<file path="src/cpuControlPkg.sv">
package cpuControlPkg;

  // Field and select widths
  localparam int OpcodeW   = 6;
  localparam int FunctW    = 6;
  localparam int AluOpW    = 3;
  localparam int PcSourceW = 3;
  localparam int IorDW     = 3;
  localparam int MemToRegW = 3;
  localparam int RegDstW   = 2;
  localparam int AluSrcBW  = 2;
  localparam int LsSizeW   = 2;
  localparam int CondW     = 2;
  localparam int ClassW    = 5;
  localparam int StepW     = 5;

  typedef logic [OpcodeW-1:0]   opcodeT;
  typedef logic [FunctW-1:0]    functT;
  typedef logic [AluOpW-1:0]    aluOpT;
  typedef logic [PcSourceW-1:0] pcSourceT;
  typedef logic [IorDW-1:0]     iorDT;
  typedef logic [MemToRegW-1:0] memToRegT;
  typedef logic [RegDstW-1:0]   regDstT;
  typedef logic [AluSrcBW-1:0]  aluSrcBT;
  typedef logic [LsSizeW-1:0]   lsSizeT;
  typedef logic [CondW-1:0]     condT;

  localparam aluOpT AluPass = 3'b000;
  localparam aluOpT AluAdd  = 3'b001;
  localparam aluOpT AluSub  = 3'b010;
  localparam aluOpT AluAnd  = 3'b011;
  localparam aluOpT AluCmp  = 3'b111;

  localparam pcSourceT PcAluResult  = 3'b000;
  localparam pcSourceT PcJumpTarget = 3'b001;
  localparam pcSourceT PcMemVector  = 3'b010;
  localparam pcSourceT PcAluOut     = 3'b011;

  // Exception vectors live at fixed memory addresses
  localparam iorDT AddrPc          = 3'b000;
  localparam iorDT AddrAluOut      = 3'b001;
  localparam iorDT AddrBadOpVector = 3'b010;
  localparam iorDT AddrOvfVector   = 3'b011;

  localparam memToRegT WbAluOut  = 3'b000;
  localparam memToRegT WbMemLoad = 3'b101;

  localparam regDstT DstRt = 2'b00;
  localparam regDstT DstRd = 2'b01;
  localparam regDstT DstRa = 2'b11;

  localparam aluSrcBT SrcBReg      = 2'b00;
  localparam aluSrcBT SrcBImm      = 2'b01;
  localparam aluSrcBT SrcBImmShift = 2'b10;
  localparam aluSrcBT SrcBFour     = 2'b11;

  localparam lsSizeT SizeByte = 2'b01;
  localparam lsSizeT SizeHalf = 2'b10;
  localparam lsSizeT SizeWord = 2'b11;

  localparam condT CondNe = 2'b00;
  localparam condT CondEq = 2'b01;
  localparam condT CondLe = 2'b10;
  localparam condT CondGt = 2'b11;

  localparam opcodeT OpTypeR = 6'h00;
  localparam opcodeT OpJ     = 6'h02;
  localparam opcodeT OpJal   = 6'h03;
  localparam opcodeT OpBeq   = 6'h04;
  localparam opcodeT OpBne   = 6'h05;
  localparam opcodeT OpBle   = 6'h06;
  localparam opcodeT OpBgt   = 6'h07;
  localparam opcodeT OpAddi  = 6'h08;
  localparam opcodeT OpAddiu = 6'h09;
  localparam opcodeT OpSlti  = 6'h0A;
  localparam opcodeT OpLb    = 6'h20;
  localparam opcodeT OpLh    = 6'h21;
  localparam opcodeT OpLw    = 6'h23;
  localparam opcodeT OpSb    = 6'h28;
  localparam opcodeT OpSh    = 6'h29;
  localparam opcodeT OpSw    = 6'h2B;

  localparam functT FunJr  = 6'h08;
  localparam functT FunAdd = 6'h20;
  localparam functT FunSub = 6'h22;
  localparam functT FunAnd = 6'h24;
  localparam functT FunSlt = 6'h2A;

  typedef enum logic [ClassW-1:0] {
    ClsAdd, ClsAnd, ClsSub, ClsAddi, ClsAddiu, ClsSlt, ClsSlti,
    ClsLb, ClsLh, ClsLw, ClsSb, ClsSh, ClsSw,
    ClsBeq, ClsBne, ClsBle, ClsBgt,
    ClsJ, ClsJal, ClsJr,
    ClsInvalid
  } instClassE;

  typedef enum logic [StepW-1:0] {
    StReset    = 5'd0,
    StFetch    = 5'd1,
    StWait     = 5'd2,
    StDecode   = 5'd3,
    StAluExec  = 5'd4,
    StAluWrite = 5'd5,
    StOvf1     = 5'd6,
    StOvf2     = 5'd7,
    StBadOp1   = 5'd8,
    StBadOp2   = 5'd9,
    StMemAddr  = 5'd10,
    StLoadRead = 5'd11,
    StLoadWrite = 5'd12,
    StStore    = 5'd13,
    StBranch   = 5'd14,
    StJalLink  = 5'd15,
    StJalSave  = 5'd16,
    StJump     = 5'd17,
    StJrAddr   = 5'd18,
    StJrJump   = 5'd19
  } stepE;

endpackage

</file>
<file path="src/instrDecoder.sv">
`timescale 1ns/1ps

module instrDecoder (
  input  cpuControlPkg::opcodeT    opcode,
  input  cpuControlPkg::functT     funct,
  output cpuControlPkg::instClassE instClass
);

  cpuControlPkg::instClassE rClass;

  // R-type class comes from the funct field
  always_comb begin
    case (funct)
      cpuControlPkg::FunAdd: rClass = cpuControlPkg::ClsAdd;
      cpuControlPkg::FunAnd: rClass = cpuControlPkg::ClsAnd;
      cpuControlPkg::FunSub: rClass = cpuControlPkg::ClsSub;
      cpuControlPkg::FunSlt: rClass = cpuControlPkg::ClsSlt;
      cpuControlPkg::FunJr:  rClass = cpuControlPkg::ClsJr;
      default:               rClass = cpuControlPkg::ClsInvalid;
    endcase
  end

  always_comb begin
    case (opcode)
      cpuControlPkg::OpTypeR: instClass = rClass;

      // Immediate arithmetic and compare
      cpuControlPkg::OpAddi:  instClass = cpuControlPkg::ClsAddi;
      cpuControlPkg::OpAddiu: instClass = cpuControlPkg::ClsAddiu;
      cpuControlPkg::OpSlti:  instClass = cpuControlPkg::ClsSlti;

      // Memory access
      cpuControlPkg::OpLb: instClass = cpuControlPkg::ClsLb;
      cpuControlPkg::OpLh: instClass = cpuControlPkg::ClsLh;
      cpuControlPkg::OpLw: instClass = cpuControlPkg::ClsLw;
      cpuControlPkg::OpSb: instClass = cpuControlPkg::ClsSb;
      cpuControlPkg::OpSh: instClass = cpuControlPkg::ClsSh;
      cpuControlPkg::OpSw: instClass = cpuControlPkg::ClsSw;

      // Branches
      cpuControlPkg::OpBeq: instClass = cpuControlPkg::ClsBeq;
      cpuControlPkg::OpBne: instClass = cpuControlPkg::ClsBne;
      cpuControlPkg::OpBle: instClass = cpuControlPkg::ClsBle;
      cpuControlPkg::OpBgt: instClass = cpuControlPkg::ClsBgt;

      cpuControlPkg::OpJ:   instClass = cpuControlPkg::ClsJ;
      cpuControlPkg::OpJal: instClass = cpuControlPkg::ClsJal;

      default: instClass = cpuControlPkg::ClsInvalid;
    endcase
  end

endmodule

</file>
<file path="src/stepSequencer.sv">
`timescale 1ns/1ps

module stepSequencer (
  input  logic                     clk,
  input  logic                     reset_in,
  input  cpuControlPkg::instClassE instClass,
  input  logic                     overflow,
  output cpuControlPkg::stepE      step
);

  cpuControlPkg::stepE nextStep;
  logic ovfClass;
  logic loadClass;

  // slt and slti never trap
  always_comb begin
    case (instClass)
      cpuControlPkg::ClsAdd,
      cpuControlPkg::ClsAnd,
      cpuControlPkg::ClsSub,
      cpuControlPkg::ClsAddi,
      cpuControlPkg::ClsAddiu: ovfClass = 1'b1;
      default:                 ovfClass = 1'b0;
    endcase
  end

  assign loadClass = (instClass == cpuControlPkg::ClsLb) ||
                     (instClass == cpuControlPkg::ClsLh) ||
                     (instClass == cpuControlPkg::ClsLw);

  always_comb begin
    nextStep = cpuControlPkg::StFetch;
    case (step)
      cpuControlPkg::StReset: nextStep = cpuControlPkg::StFetch;
      cpuControlPkg::StFetch: nextStep = cpuControlPkg::StWait;
      cpuControlPkg::StWait:  nextStep = cpuControlPkg::StDecode;
      cpuControlPkg::StDecode: begin
        case (instClass)
          cpuControlPkg::ClsAdd, cpuControlPkg::ClsAnd, cpuControlPkg::ClsSub,
          cpuControlPkg::ClsAddi, cpuControlPkg::ClsAddiu,
          cpuControlPkg::ClsSlt, cpuControlPkg::ClsSlti:
            nextStep = cpuControlPkg::StAluExec;
          cpuControlPkg::ClsLb, cpuControlPkg::ClsLh, cpuControlPkg::ClsLw,
          cpuControlPkg::ClsSb, cpuControlPkg::ClsSh, cpuControlPkg::ClsSw:
            nextStep = cpuControlPkg::StMemAddr;
          cpuControlPkg::ClsBeq, cpuControlPkg::ClsBne,
          cpuControlPkg::ClsBle, cpuControlPkg::ClsBgt:
            nextStep = cpuControlPkg::StBranch;
          cpuControlPkg::ClsJ:   nextStep = cpuControlPkg::StJump;
          cpuControlPkg::ClsJal: nextStep = cpuControlPkg::StJalLink;
          cpuControlPkg::ClsJr:  nextStep = cpuControlPkg::StJrAddr;
          default:               nextStep = cpuControlPkg::StBadOp1;
        endcase
      end
      cpuControlPkg::StAluExec: nextStep = cpuControlPkg::StAluWrite;
      cpuControlPkg::StAluWrite: begin
        // Overflow is only looked at here
        if (overflow && ovfClass) begin
          nextStep = cpuControlPkg::StOvf1;
        end
      end
      cpuControlPkg::StOvf1:   nextStep = cpuControlPkg::StOvf2;
      cpuControlPkg::StBadOp1: nextStep = cpuControlPkg::StBadOp2;
      cpuControlPkg::StMemAddr: begin
        if (loadClass) begin
          nextStep = cpuControlPkg::StLoadRead;
        end else begin
          nextStep = cpuControlPkg::StStore;
        end
      end
      cpuControlPkg::StLoadRead: nextStep = cpuControlPkg::StLoadWrite;
      cpuControlPkg::StJalLink:  nextStep = cpuControlPkg::StJalSave;
      cpuControlPkg::StJalSave:  nextStep = cpuControlPkg::StJump;
      cpuControlPkg::StJrAddr:   nextStep = cpuControlPkg::StJrJump;
      default:                   nextStep = cpuControlPkg::StFetch;
    endcase
  end

  always_ff @(posedge clk) begin
    if (reset_in) begin
      step <= cpuControlPkg::StReset;
    end else begin
      step <= nextStep;
    end
  end

  aResetHolds: assert property (@(posedge clk) reset_in |=> step == cpuControlPkg::StReset)
    else $error("step left reset state while reset_in was high");

  aStepKnown: assert property (@(posedge clk) disable iff (reset_in)
    !$isunknown(step) &&
    (step inside {[cpuControlPkg::StReset : cpuControlPkg::StJrJump]}))
    else $error("step reached an unknown value %0d", step);

endmodule

</file>
<file path="src/controlEncoder.sv">
`timescale 1ns/1ps

module controlEncoder (
  input  cpuControlPkg::stepE      step,
  input  cpuControlPkg::instClassE instClass,
  output logic                     pcWriteCond,
  output logic                     pcWrite,
  output logic                     memRead,
  output logic                     memWrite,
  output logic                     irWrite,
  output logic                     regWrite,
  output logic                     memData,
  output logic                     aluSrcA,
  output logic                     lsControl,
  output logic                     ltOut,
  output cpuControlPkg::condT      condControl,
  output cpuControlPkg::aluOpT     aluOp,
  output cpuControlPkg::lsSizeT    lsSize,
  output cpuControlPkg::iorDT      iorD,
  output cpuControlPkg::regDstT    regDst,
  output cpuControlPkg::memToRegT  memToReg,
  output cpuControlPkg::aluSrcBT   aluSrcB,
  output cpuControlPkg::pcSourceT  pcSource
);

  cpuControlPkg::aluOpT   execOp;
  cpuControlPkg::aluSrcBT execSrcB;
  cpuControlPkg::lsSizeT  sizeSel;
  cpuControlPkg::condT    condSel;
  logic                   isCompare;

  // Class-dependent fields, picked up by the step decode below
  always_comb begin
    execOp    = cpuControlPkg::AluAdd;
    execSrcB  = cpuControlPkg::SrcBReg;
    isCompare = 1'b0;
    case (instClass)
      cpuControlPkg::ClsAnd:   execOp = cpuControlPkg::AluAnd;
      cpuControlPkg::ClsSub:   execOp = cpuControlPkg::AluSub;
      cpuControlPkg::ClsAddi:  execSrcB = cpuControlPkg::SrcBImm;
      cpuControlPkg::ClsAddiu: execSrcB = cpuControlPkg::SrcBImm;
      cpuControlPkg::ClsSlt: begin
        execOp    = cpuControlPkg::AluCmp;
        isCompare = 1'b1;
      end
      cpuControlPkg::ClsSlti: begin
        execOp    = cpuControlPkg::AluCmp;
        execSrcB  = cpuControlPkg::SrcBImm;
        isCompare = 1'b1;
      end
      default: execOp = cpuControlPkg::AluAdd;
    endcase
  end

  always_comb begin
    case (instClass)
      cpuControlPkg::ClsLb, cpuControlPkg::ClsSb: sizeSel = cpuControlPkg::SizeByte;
      cpuControlPkg::ClsLh, cpuControlPkg::ClsSh: sizeSel = cpuControlPkg::SizeHalf;
      default:                                    sizeSel = cpuControlPkg::SizeWord;
    endcase
  end

  always_comb begin
    case (instClass)
      cpuControlPkg::ClsBeq: condSel = cpuControlPkg::CondEq;
      cpuControlPkg::ClsBle: condSel = cpuControlPkg::CondLe;
      cpuControlPkg::ClsBgt: condSel = cpuControlPkg::CondGt;
      default:               condSel = cpuControlPkg::CondNe;
    endcase
  end

  always_comb begin
    pcWriteCond = 1'b0;
    pcWrite     = 1'b0;
    memRead     = 1'b0;
    memWrite    = 1'b0;
    irWrite     = 1'b0;
    regWrite    = 1'b0;
    memData     = 1'b0;
    aluSrcA     = 1'b0;
    lsControl   = 1'b0;
    ltOut       = 1'b0;
    condControl = cpuControlPkg::CondNe;
    aluOp       = cpuControlPkg::AluPass;
    lsSize      = '0;
    iorD        = cpuControlPkg::AddrPc;
    regDst      = cpuControlPkg::DstRt;
    memToReg    = cpuControlPkg::WbAluOut;
    aluSrcB     = cpuControlPkg::SrcBReg;
    pcSource    = cpuControlPkg::PcAluResult;
    case (step)
      cpuControlPkg::StFetch: begin
        memRead = 1'b1;
        irWrite = 1'b1;
        pcWrite = 1'b1;
        aluSrcB = cpuControlPkg::SrcBFour;
        aluOp   = cpuControlPkg::AluAdd;
      end
      // Branch target computed early
      cpuControlPkg::StDecode: begin
        aluSrcB = cpuControlPkg::SrcBImmShift;
        aluOp   = cpuControlPkg::AluAdd;
      end
      cpuControlPkg::StAluExec: begin
        aluSrcA = 1'b1;
        aluSrcB = execSrcB;
        aluOp   = execOp;
      end
      cpuControlPkg::StAluWrite: begin
        regWrite = 1'b1;
        regDst   = cpuControlPkg::DstRd;
        ltOut    = isCompare;
      end
      cpuControlPkg::StOvf2: begin
        memRead  = 1'b1;
        pcWrite  = 1'b1;
        pcSource = cpuControlPkg::PcMemVector;
        iorD     = cpuControlPkg::AddrOvfVector;
      end
      cpuControlPkg::StBadOp2: begin
        memRead  = 1'b1;
        pcWrite  = 1'b1;
        pcSource = cpuControlPkg::PcMemVector;
        iorD     = cpuControlPkg::AddrBadOpVector;
      end
      cpuControlPkg::StMemAddr: begin
        aluSrcA = 1'b1;
        aluSrcB = cpuControlPkg::SrcBImm;
        aluOp   = cpuControlPkg::AluAdd;
      end
      cpuControlPkg::StLoadRead: begin
        memRead = 1'b1;
        iorD    = cpuControlPkg::AddrAluOut;
      end
      cpuControlPkg::StLoadWrite: begin
        regWrite = 1'b1;
        memToReg = cpuControlPkg::WbMemLoad;
        lsSize   = sizeSel;
      end
      cpuControlPkg::StStore: begin
        memWrite  = 1'b1;
        memData   = 1'b1;
        lsControl = 1'b1;
        iorD      = cpuControlPkg::AddrAluOut;
        lsSize    = sizeSel;
      end
      cpuControlPkg::StBranch: begin
        pcWriteCond = 1'b1;
        aluSrcA     = 1'b1;
        aluOp       = cpuControlPkg::AluCmp;
        pcSource    = cpuControlPkg::PcAluOut;
        condControl = condSel;
      end
      // Return address is PC + 4
      cpuControlPkg::StJalLink: begin
        aluSrcB = cpuControlPkg::SrcBFour;
        aluOp   = cpuControlPkg::AluAdd;
      end
      cpuControlPkg::StJalSave: begin
        regWrite = 1'b1;
        regDst   = cpuControlPkg::DstRa;
      end
      cpuControlPkg::StJump: begin
        pcWrite  = 1'b1;
        pcSource = cpuControlPkg::PcJumpTarget;
      end
      cpuControlPkg::StJrAddr: begin
        aluSrcA = 1'b1;
        aluOp   = cpuControlPkg::AluPass;
      end
      cpuControlPkg::StJrJump: begin
        pcWrite  = 1'b1;
        pcSource = cpuControlPkg::PcAluOut;
      end
      default: pcWrite = 1'b0;
    endcase
  end

  // Single memory port
  always_comb begin
    assert (!(memRead && memWrite))
      else $error("memRead and memWrite both high in step %0d", step);
  end

endmodule

</file>
<file path="src/cpuControl.sv">
`timescale 1ns/1ps

module cpuControl (
  input  logic                    clk,
  input  logic                    reset_in,
  input  cpuControlPkg::opcodeT   opcode,
  input  cpuControlPkg::functT    funct,
  input  logic                    overflow,
  output logic                    pcWriteCond,
  output logic                    pcWrite,
  output logic                    memRead,
  output logic                    memWrite,
  output logic                    irWrite,
  output logic                    regWrite,
  output logic                    memData,
  output logic                    aluSrcA,
  output logic                    lsControl,
  output logic                    ltOut,
  output cpuControlPkg::condT     condControl,
  output cpuControlPkg::aluOpT    aluOp,
  output cpuControlPkg::lsSizeT   lsSize,
  output cpuControlPkg::iorDT     iorD,
  output cpuControlPkg::regDstT   regDst,
  output cpuControlPkg::memToRegT memToReg,
  output cpuControlPkg::aluSrcBT  aluSrcB,
  output cpuControlPkg::pcSourceT pcSource
);

  cpuControlPkg::instClassE instClass;
  cpuControlPkg::stepE      step;

  instrDecoder uDecoder (
    .opcode    (opcode),
    .funct     (funct),
    .instClass (instClass)
  );

  stepSequencer uSequencer (
    .clk       (clk),
    .reset_in  (reset_in),
    .instClass (instClass),
    .overflow  (overflow),
    .step      (step)
  );

  controlEncoder uEncoder (
    .step        (step),
    .instClass   (instClass),
    .pcWriteCond (pcWriteCond),
    .pcWrite     (pcWrite),
    .memRead     (memRead),
    .memWrite    (memWrite),
    .irWrite     (irWrite),
    .regWrite    (regWrite),
    .memData     (memData),
    .aluSrcA     (aluSrcA),
    .lsControl   (lsControl),
    .ltOut       (ltOut),
    .condControl (condControl),
    .aluOp       (aluOp),
    .lsSize      (lsSize),
    .iorD        (iorD),
    .regDst      (regDst),
    .memToReg    (memToReg),
    .aluSrcB     (aluSrcB),
    .pcSource    (pcSource)
  );

endmodule

</file>
<file path="config.mk">
export PLATFORM = sky130hd
export DESIGN_NAME = cpuControl
export DESIGN_NICKNAME = d
export VERILOG_FILES = /design/src/cpuControlPkg.sv /design/src/instrDecoder.sv /design/src/stepSequencer.sv /design/src/controlEncoder.sv /design/src/cpuControl.sv
export SDC_FILE = /design/constraint.sdc
export NUM_CORES = 1
export LEC_CHECK = 0
export ABC_AREA = 1
export BUFFER_PORTS_ARGS = -buffer_cell sky130_fd_sc_hd__clkbuf_2
export CORE_MARGIN = 5
export CORE_UTILIZATION = 40
export DETAILED_ROUTE_END_ITERATION = 16
export PLACE_DENSITY = 0.67
export SLEW_MARGIN = 20
export SYNTH_ARGS = -nofsm -noshare
export SYNTH_HDL_FRONTEND = slang
export SYNTH_SLANG_ARGS = --single-unit
</file>
<file path="constraint.sdc">
create_clock -name clk -period 3.5 [get_ports clk]
set_input_delay 0.7 -clock clk [delete_from_list [all_inputs] [get_ports clk]]
set_output_delay 0.7 -clock clk [all_outputs]
set_load 0.05 [all_outputs]
</file>
==> results of run 1 <==
==> worst min-delay path by stage <==
stage / start / to / slack [ns] / depth (start not counted)
3_5_place_dp: uSequencer.step[1] / uSequencer.step[2] / 0.70 / 4
4_1_cts: reset_in / uSequencer.step[2] / 0.69 / 2
5_1_grt: reset_in / uSequencer.step[1] / 0.70 / 2
3_3_place_gp: uSequencer.step[1] / uSequencer.step[1] / 0.69 / 4
2_1_floorplan: uSequencer.step[2] / uSequencer.step[3] / 0.61 / 3
6_report: reset_in / uSequencer.step[2] / 0.69 / 2
==> through the flow <==
stage	std cells	setup slack, ns	setup TNS, ns	area, um2	power [mW]
after floorplan	246	-0.0243	-0.0485	1370	0.487
after CTS	338	0.0273	0	1680	0.675
after global placement	334	0.0786	0	1650	0.608
after detailed placement	334	0.0337	0	1650	0.607
final	340	0.166	0	1740	0.682
after global routing	340	-0.0114	-0.0206	1740	0.741
==> layer usage <==
metal,up-vias,wire (um),track usage (%)
met3,4,211,1.81
met5,-,0,0
li1,893,-,-
met4,0,29,2.23
met1,752,1870,24.4
met2,65,1630,26.7
==> cell families (layout without fill, tap and decap cells) <==
kind of cell,Yosys count,after routing,synth area share (%)
DFF,5,5,7.48
adders and majority gates,5,5,4.67
AOI/OAI and AO/OA,29,29,12.4
other,1,3,0.280
buffers and inverters,47,95,14.9
and+or+nand+nor,157,157,60.3
==> synth_stat cells <==
cell type  number
nand2_1        46
nor2_1         44
inv_1          38
nand3_1        22
o21ai_0        11
nand4_1        10
a21oi_1         9
nor2_2          8
buf_4           6
nand2_2         6
nor3_1          6
dfxtp_1         5
ha_1            5
nand3_2         4
inv_2           3
a31oi_1         2
nand3_4         2
nand3b_1        2
o31ai_1         2
a21boi_0        1
conb_1          1
nand2_4         1
nand4_2         1
nand4_4         1
nor2_4          1
nor2_8          1
nor4_1          1
o211ai_1        1
o211ai_2        1
o21ai_1         1
o22ai_1         1
or2_2           1
==> cell type report <==
class                           count  share of cell area [%]
Timing Repair Buffer               50                    17.0
Inverter                           41                    8.86
Multi-Input combinational cell    194                    63.6
Clock buffer                        4                    1.51
Tap cell                           46                    3.31
Sequential cell                     5                    5.76
==> what timing repair did <==
item,in CTS,in global routing
setup buffers,0,2
setup endpoints to repair,0,7
gates resized for setup,0,18
==> power by group <==
part	switching [mW]	leakage (nW)	internal [mW]
combinational	0.392	0.869	0.138
sequential	0.0154	0.0409	0.0715
clock	0.0228	0.0150	0.0430
==> critical path: cells and delay by family <==
kind | cells | cell delay, ns
AOI/OAI and AO/OA | 1 | 0.07
buffers and inverters | 4 | 0.59
and+or+nand+nor | 10 | 1.04
adders and majority gates | 1 | 0.22
==> impl_metrics.env, run 1 <==
export IMPL_status="completed"
export IMPL_worstSetupEndpointType="primary output"
export IMPL_largest_reg_flops=5
export IMPL_cts_root_buffer="clkbuf_4"
export IMPL_crit_path_start_kind="input port"
export IMPL_synth_avg_cell_area_um2=5.49
export IMPL_grt_pass1_vias=1458
export IMPL_hold_slack_ns=0.689
export IMPL_clk_pin_slew_ns=0.04
export IMPL_yosys_area_top_type="nand2_1"
export IMPL_layout_common_cells="45 x nand2_1, 42 x nor2_1, 37 x inv_1, 37 x clkbuf_2, 21 x nand3_1"
export IMPL_seq_area_um2=100
export IMPL_detail_route_antenna_nets=0
export IMPL_clockBufferDepth=2
export IMPL_synth_seq_cells=5
export IMPL_r2r_slack_ns=1.84
export IMPL_grt_overflow=0
export IMPL_leakagePower_nw=0.925
export IMPL_final_nets=315
export IMPL_grt_pass1_wl_um=6160
export IMPL_largest_register="uSequencer.step"
export IMPL_crit_start="opcode[4]"
export IMPL_hpwlAfterDp_um=3210
export IMPL_synthesis_area_mm2=0.00134
export IMPL_slowest_delay_ns=0.28
export IMPL_gp_routability_congestion=0.924
export IMPL_cp_common_cell="nand2_1"
export IMPL_final_common_cell="nand2_1"
export IMPL_cts_sinks=5
export IMPL_cap_violations=0
export IMPL_die_w_um=67.9
export IMPL_path_cells="clkbuf_2 -> inv_1 -> nand2_2 -> nor2_1 -> nand2_1 -> nand2_1 -> nor4_1 -> buf_4 -> ha_2 -> nand4_1 -> nor2_2 -> nor2_2 -> o21ai_0 -> nand2_1 -> nand2_1 -> clkbuf_4"
export IMPL_core_mm2=0.00328
export IMPL_drt_iter0_drc=123
export IMPL_drive_gt1_share_pct=32.3
export IMPL_placement_io_buffers=41
export IMPL_antenna_found_initial=0
export IMPL_postRouteWirelength_um=3750
export IMPL_die_area_mm2=0.00460
export IMPL_cts_tree="built"
export IMPL_min_period_ns=3.33
export IMPL_final_core_util_pct=52.9
export IMPL_antenna_cells=0
export IMPL_rows=21
export IMPL_finalSetupViolCount=0
export IMPL_irDropWorstVdd_v=0.000140
export IMPL_clock_fmax_ghz=0.300
export IMPL_dr_pass1_iters=4
export IMPL_hold_viol=0
export IMPL_ys_seq_area_share_pct=7.48
export IMPL_syn_inst=244
export IMPL_worstSkewPairLatency_ns=0.24
export IMPL_vias=1714
export IMPL_cp_slowest_cell="nor4_1"
export IMPL_yosysWarnings=0
export IMPL_viasPerCell=5.04
export IMPL_crit_fanout=5
export IMPL_synth_area_leaders="nand2_1 13%, nor2_1 12%, inv_1 11%, nand3_1 8.2%, dfxtp_1 7.5%"
export IMPL_grt_util_all_layers_pct=16.6
export IMPL_r2r_cells=8
export IMPL_slew_violations=0
export IMPL_n_fill_cell=363
export IMPL_ioPinCount=45
export IMPL_min_period_over_period_pct=95.3
export IMPL_p_per_area_mw_per_mm2=393
export IMPL_synth_top_area_share_pct=12.9
export IMPL_wl_per_cell_um=11.0
export IMPL_multi_input_area_mm2=0.00110
export IMPL_path_class="input port to primary output"
export IMPL_clock_skew_ns=0.00133
export IMPL_grt_start_max_net_pins=8
export IMPL_top_regs="uSequencer.step (5)"
export IMPL_crit_arrival_ns=2.63
export IMPL_route_detailed_drc=0
export IMPL_syn_to_final_growth_pct=29.8
export IMPL_htree_levels=1
export IMPL_crit_required_ns=2.80
export IMPL_cts_hold_buf=0
export IMPL_numCtsBuffers=3
export IMPL_crit_end="aluSrcB[0]"
export IMPL_start_util_pct=40.8
export IMPL_die_h_um=67.9
export IMPL_hp_class="input port to flip-flop"
export IMPL_synth_cell_type_count=32
export IMPL_reg2reg_to="uSequencer.step[0]"
export IMPL_r2r_start="uSequencer.step[2]"
(Power assumes the default switching activity.)
==> inputs of run 2 (changes only) <==
--- a/config.mk
+++ b/config.mk
@@ -9,6 +9,7 @@
 export BUFFER_PORTS_ARGS = -buffer_cell sky130_fd_sc_hd__clkbuf_2
 export CORE_MARGIN = 5
 export CORE_UTILIZATION = 40
+export CTS_BUF_LIST = sky130_fd_sc_hd__clkbuf_16
 export DETAILED_ROUTE_END_ITERATION = 16
 export PLACE_DENSITY = 0.67
 export SLEW_MARGIN = 20
==> run 2 against run 1 <==
  * Design area up 3.0%
  * Via count down 0.99%
  * Combinational power about the same
  * Cell count unchanged
  * First-iteration DRC count down 15%
  * Clock power rose to 2.8 times the previous value
  * Non-clock buffer count unchanged
  * Hold slack better by 0.0095 ns
  * Sequential share of layout area down 0.17 points
  * Global-route usage up 0.068 points
  * Critical path type unchanged
  * Highest routed layer unchanged
==> impl_metrics.env, run 2 (synthesis gave the netlist of run 1 again) <==
export IMPL_crit_arrival_ns=2.63
export IMPL_top_regs="uSequencer.step (5)"
export IMPL_min_from="reset_in"
export IMPL_ioPinCount=45
export IMPL_slew_violations=0
export IMPL_viasPerCell=4.99
export IMPL_cp_top_family="simple AND/OR/NAND/NOR gates"
export IMPL_gp_routability_congestion=0.924
export IMPL_r2r_slack_ns=1.84
export IMPL_irDropWorstVdd_v=0.000243
export IMPL_min_period_over_period_pct=95.2
export IMPL_crit_start="opcode[4]"
export IMPL_layout_common_cells="45 x nand2_1, 42 x nor2_1, 38 x inv_1, 37 x clkbuf_2, 21 x nand3_1"
export IMPL_status="completed"
export IMPL_final_common_cell="nand2_1"
export IMPL_cts_tree="built"
export IMPL_cap_violations=0
export IMPL_cts_hold_buf=0
export IMPL_detail_route_antenna_nets=0
export IMPL_cp_common_cell="nand2_1"
export IMPL_clock_fmax_ghz=0.300
export IMPL_cts_sinks=5
export IMPL_path_cells="clkbuf_2 -> inv_1 -> nand2_2 -> nor2_1 -> nand2_1 -> nand2_1 -> nor4_1 -> buf_4 -> ha_2 -> nand4_1 -> nor2_2 -> nor2_2 -> o21ai_0 -> nand2_1 -> nand2_1 -> clkbuf_4"
export IMPL_crit_fanout=5
export IMPL_place_area_mm2=0.00165
export IMPL_die_w_um=67.9
export IMPL_grt_pass1_wl_um=6180
export IMPL_largest_register="uSequencer.step"
export IMPL_grt_start_max_net_pins=8
export IMPL_clock_skew_ns=0.000922
export IMPL_cp_slowest_cell="nor4_1"
export IMPL_n_fill_cell=359
export IMPL_path_class="input port to primary output"
export IMPL_antenna_found_initial=0
export IMPL_numCtsBuffers=3
export IMPL_core_mm2=0.00328
export IMPL_pre_cts_slack_ns=0.0337
export IMPL_hpwlAfterDp_um=3210
export IMPL_hp_class="input port to flip-flop"
export IMPL_setup_ws_ns=0.169
export IMPL_syn_to_final_growth_pct=33.7
export IMPL_hold_viol=0
export IMPL_die_h_um=67.9
export IMPL_r2r_start="uSequencer.step[2]"
export IMPL_crit_path_start_kind="input port"
export IMPL_worstSetupEndpointType="primary output"
export IMPL_grt_util_all_layers_pct=16.7
export IMPL_route_detailed_drc=0
export IMPL_clockBufferDepth=2
export IMPL_postRouteWirelength_um=3780
export IMPL_htree_levels=1
export IMPL_die_area_mm2=0.00460
export IMPL_clk_pin_slew_ns=0.03
export IMPL_antenna_cells=0
export IMPL_final_nets=315
export IMPL_placement_io_buffers=41
export IMPL_cts_root_buffer="clkbuf_16"
export IMPL_min_period_ns=3.33
export IMPL_largest_reg_flops=5
export IMPL_crit_required_ns=2.80
export IMPL_worstSkewPairLatency_ns=0.23
export IMPL_p_per_area_mw_per_mm2=449
export IMPL_drt_iter0_drc=104
export IMPL_slowest_delay_ns=0.28
export IMPL_final_area_mm2=0.00179
export IMPL_grt_overflow=0
export IMPL_leakagePower_nw=0.952
export IMPL_dr_pass1_iters=4
export IMPL_grt_pass1_vias=1459
export IMPL_start_util_pct=40.8
export IMPL_drive_gt1_share_pct=32.3
export IMPL_finalSetupViolCount=0
export IMPL_rows=21
export IMPL_wl_per_cell_um=11.1
export IMPL_vias=1697
export IMPL_critPathBufInv=4
run 2: routing by layer:
metal / track usage [%] / routed length (um) / vias up
li1: - / - / 892
met1: 24.7 / 1920 / 749
met2: 26.7 / 1670 / 54
met3: 1.64 / 177 / 2
met4: 2.23 / 15 / 0
met5: 0 / 0 / -
run 2: area by class of cell:
class,count,area (um2),area share (%)
clock buffers,3,75.1,4.19
clock inverters,1,3.75,0.210
inverters,41,154,8.60
multi-input cells,194,1100,61.7
flip-flops and latches,5,100,5.59
well taps,46,57.6,3.21
repair buffers,50,295,16.5
run 2: repair_timing:
item | CTS | global route
gates resized for setup | 0 | 18
buffers inserted | 0 | 2
endpoints found under the setup margin | 0 | 7
hold endpoints to repair | 0 | 0
run 2: path summary, 6_finish.rpt:
check,to,cells past startpoint
worst min register to register,uSequencer.step[2],4
worst min-delay path,uSequencer.step[2],2
worst max-delay path,aluSrcB[0],16
worst max register to register,uSequencer.step[0],8
run 2: power breakdown:
group	leakage [nW]	total, mW	internal [mW]	switching, mW
Combinational	0.869	0.530	0.138	0.392
Clock	0.0423	0.186	0.148	0.0376
Sequential	0.0409	0.0877	0.0717	0.0161
Total	0.952	0.803	0.357	0.446
run 2: stage by stage:
step / std cells / setup TNS (ns) / power [mW] / util [%] / hold WS, ns
final: 340 / 0 / 0.803 / 54.5 / 0.698
after global routing: 340 / -0.0206 / 0.859 / 54.5 / 0.726
after CTS: 338 / 0 / 0.794 / 52.6 / 0.699
after detailed placement: 334 / 0 / 0.607 / 50.2 / 0.699
after global placement: 334 / 0 / 0.608 / 50.2 / 0.686
after floorplan: 246 / -0.0485 / 0.487 / - / 0.607
run 2: worst register-to-register path, stage by stage (launching register included):
cell and delay (ns):
dfxtp_1 0.34, nor2_1 0.27, nand2_1 0.13, nor2_1 0.25
nor2_1 0.11, nand4_1 0.09, nand4_1 0.08, a31oi_1 0.18
a21oi_1 0.09
==> inputs of run 3 (changes only) <==
==> constraint.sdc (replaced) <==
create_clock -name clk -period 3.4 [get_ports clk]
set_input_delay 0.68 -clock clk [delete_from_list [all_inputs] [get_ports clk]]
set_output_delay 0.68 -clock clk [all_outputs]
set_load 0.05 [all_outputs]
==> run 3 against run 2 <==
  * Setup slack worse by 0.029 ns
  * First-iteration DRC count up 9.6%
  * Critical path depth down 4
  * Clock-buffer cell count unchanged
  * Power up 4.4%
  * Cell count up 1.5%
  * Global-route usage down 0.98 points
  * Combinational power up 5.5%
  * Via count up 0.59%
  * Critical path type unchanged
==> impl_metrics.env, run 3 (synthesis gave the netlist of run 1 again) <==
export IMPL_layout_common_cells="44 x nand2_1, 41 x nor2_1, 35 x clkbuf_2, 33 x inv_1, 22 x nand3_1"
export IMPL_clock_skew_ns=0.00130
export IMPL_detail_route_antenna_nets=0
export IMPL_cts_hold_buf=0
export IMPL_irDropWorstVdd_v=0.000163
export IMPL_route_detailed_drc=0
export IMPL_antenna_found_initial=0
export IMPL_path_class="input port to primary output"
export IMPL_antenna_cells=0
export IMPL_n_fill_cell=351
export IMPL_seq_area_um2=100
export IMPL_hpwlAfterDp_um=3210
export IMPL_grt_start_max_net_pins=8
export IMPL_hp_class="input port to flip-flop"
export IMPL_ioPinCount=45
export IMPL_die_area_mm2=0.00460
export IMPL_drt_iter0_drc=114
export IMPL_postRouteWirelength_um=3890
export IMPL_cts_tree="built"
export IMPL_clockBufferDepth=2
export IMPL_cap_violations=0
export IMPL_placement_io_buffers=41
export IMPL_core_mm2=0.00328
export IMPL_numCtsBuffers=3
export IMPL_final_nets=320
export IMPL_vias=1707
export IMPL_pre_cts_slack_ns=-0.0163
export IMPL_top_regs="uSequencer.step (5)"
export IMPL_grt_pass1_wl_um=5880
export IMPL_place_inst=337
export IMPL_clock_fmax_ghz=0.307
export IMPL_grt_util_all_layers_pct=15.7
export IMPL_cts_root_buffer="clkbuf_16"
export IMPL_grt_pass1_vias=1405
export IMPL_htree_levels=1
export IMPL_grt_overflow=0
export IMPL_largest_reg_flops=5
export IMPL_crit_fanout=7
export IMPL_crit_arrival_ns=2.58
export IMPL_final_common_cell="nand2_1"
export IMPL_multi_input_area_mm2=0.00114
export IMPL_clk_pin_slew_ns=0.03
export IMPL_leakagePower_nw=0.982
export IMPL_worstSetupEndpointType="primary output"
export IMPL_viasPerCell=4.95
export IMPL_slew_violations=0
export IMPL_min_period_ns=3.26
export IMPL_hold_viol=0
export IMPL_p_per_area_mw_per_mm2=444
export IMPL_finalSetupViolCount=0
export IMPL_wl_per_cell_um=11.3
export IMPL_crit_required_ns=2.72
export IMPL_die_w_um=67.9
export IMPL_die_h_um=67.9
export IMPL_gp_routability_congestion=0.899
export IMPL_final_cells=345
export IMPL_rows=21
export IMPL_drive_gt1_share_pct=36.5
export IMPL_largest_register="uSequencer.step"
export IMPL_dr_pass1_iters=4
export IMPL_syn_to_final_growth_pct=41.1
export IMPL_setup_ws_ns=0.140
export IMPL_cts_sinks=5
export IMPL_crit_path_start_kind="input port"
export IMPL_status="completed"
export IMPL_worstSkewPairLatency_ns=0.23
export IMPL_min_period_over_period_pct=95.9
export IMPL_start_util_pct=40.8
==> run 3: cell types whose count changed in the layout (fill, tap and decap cells not counted), sizes merged <==
cell / delta
buf: +9
clkbuf: -4
==> run 3: worst max-delay path, stage by stage <==
cell and delay (ns):
clkbuf_2 0.21, nor2_4 0.08, nand3_1 0.10, o21ai_1 0.07, a21oi_1 0.12, nand4_1 0.21
buf_4 0.21, ha_1 0.20, buf_4 0.15, nor3_1 0.25, o21ai_2 0.07, clkbuf_2 0.24
==> run 3: path summary, 6_finish.rpt <==
| kind | from | endpoint | slack, ns | cells after the start |
|---|---|---|---|---|
| worst max-delay path | opcode[0] | aluOp[0] | 0.14 | 12 |
| worst min-delay path | reset_in | uSequencer.step[2] | 0.69 | 2 |
| worst max register to register | uSequencer.step[2] | uSequencer.step[0] | 1.75 | 9 |
| worst min register to register | uSequencer.step[1] | uSequencer.step[1] | 0.69 | 4 |
==> run 3: layout make-up <==
type	instances	share of cell area, %
multi-input combinational	194	60.4
timing repair buffer	55	18.9
inverter	41	8.15
sequential	5	5.30
clock buffer	3	3.97
tap	46	3.05
clock inverter	1	0.199
==> run 3: through the flow <==
step	setup TNS [ns]	utilization [%]	hold slack [ns]	area [um2]	power [mW]
final	0	57.5	0.690	1890	0.839
after CTS	0	54.1	0.688	1780	0.825
after global routing	-0.145	57.5	0.703	1890	0.897
after floorplan	-0.169	-	0.607	1370	0.506
after global placement	0	51.5	0.699	1690	0.629
after detailed placement	-0.0297	51.5	0.678	1690	0.627
==> run 3: what timing repair did <==
| item | CTS | global route |
|---|---|---|
| gates resized for setup | 3 | 33 |
| hold endpoints to repair | 0 | 0 |
| setup endpoints to repair | 3 | 7 |
| setup buffers | 0 | 4 |
| pin swaps | 0 | 8 |
==> run 3: power breakdown <==
group | total (mW) | internal [mW] | switching, mW
Clock | 0.190 | 0.152 | 0.0381
Sequential | 0.0896 | 0.0738 | 0.0159
Combinational | 0.559 | 0.149 | 0.410
Total | 0.839 | 0.375 | 0.464
==> run 3: metal layers <==
layer	part of all wire, %	vias to the layer above	GRT usage (%)
met5	0	-	0
li1	-	897	-
met2	43	64	23.5
met1	49	739	23.9
met3	7.1	7	2.30
met4	1.4	0	2.73
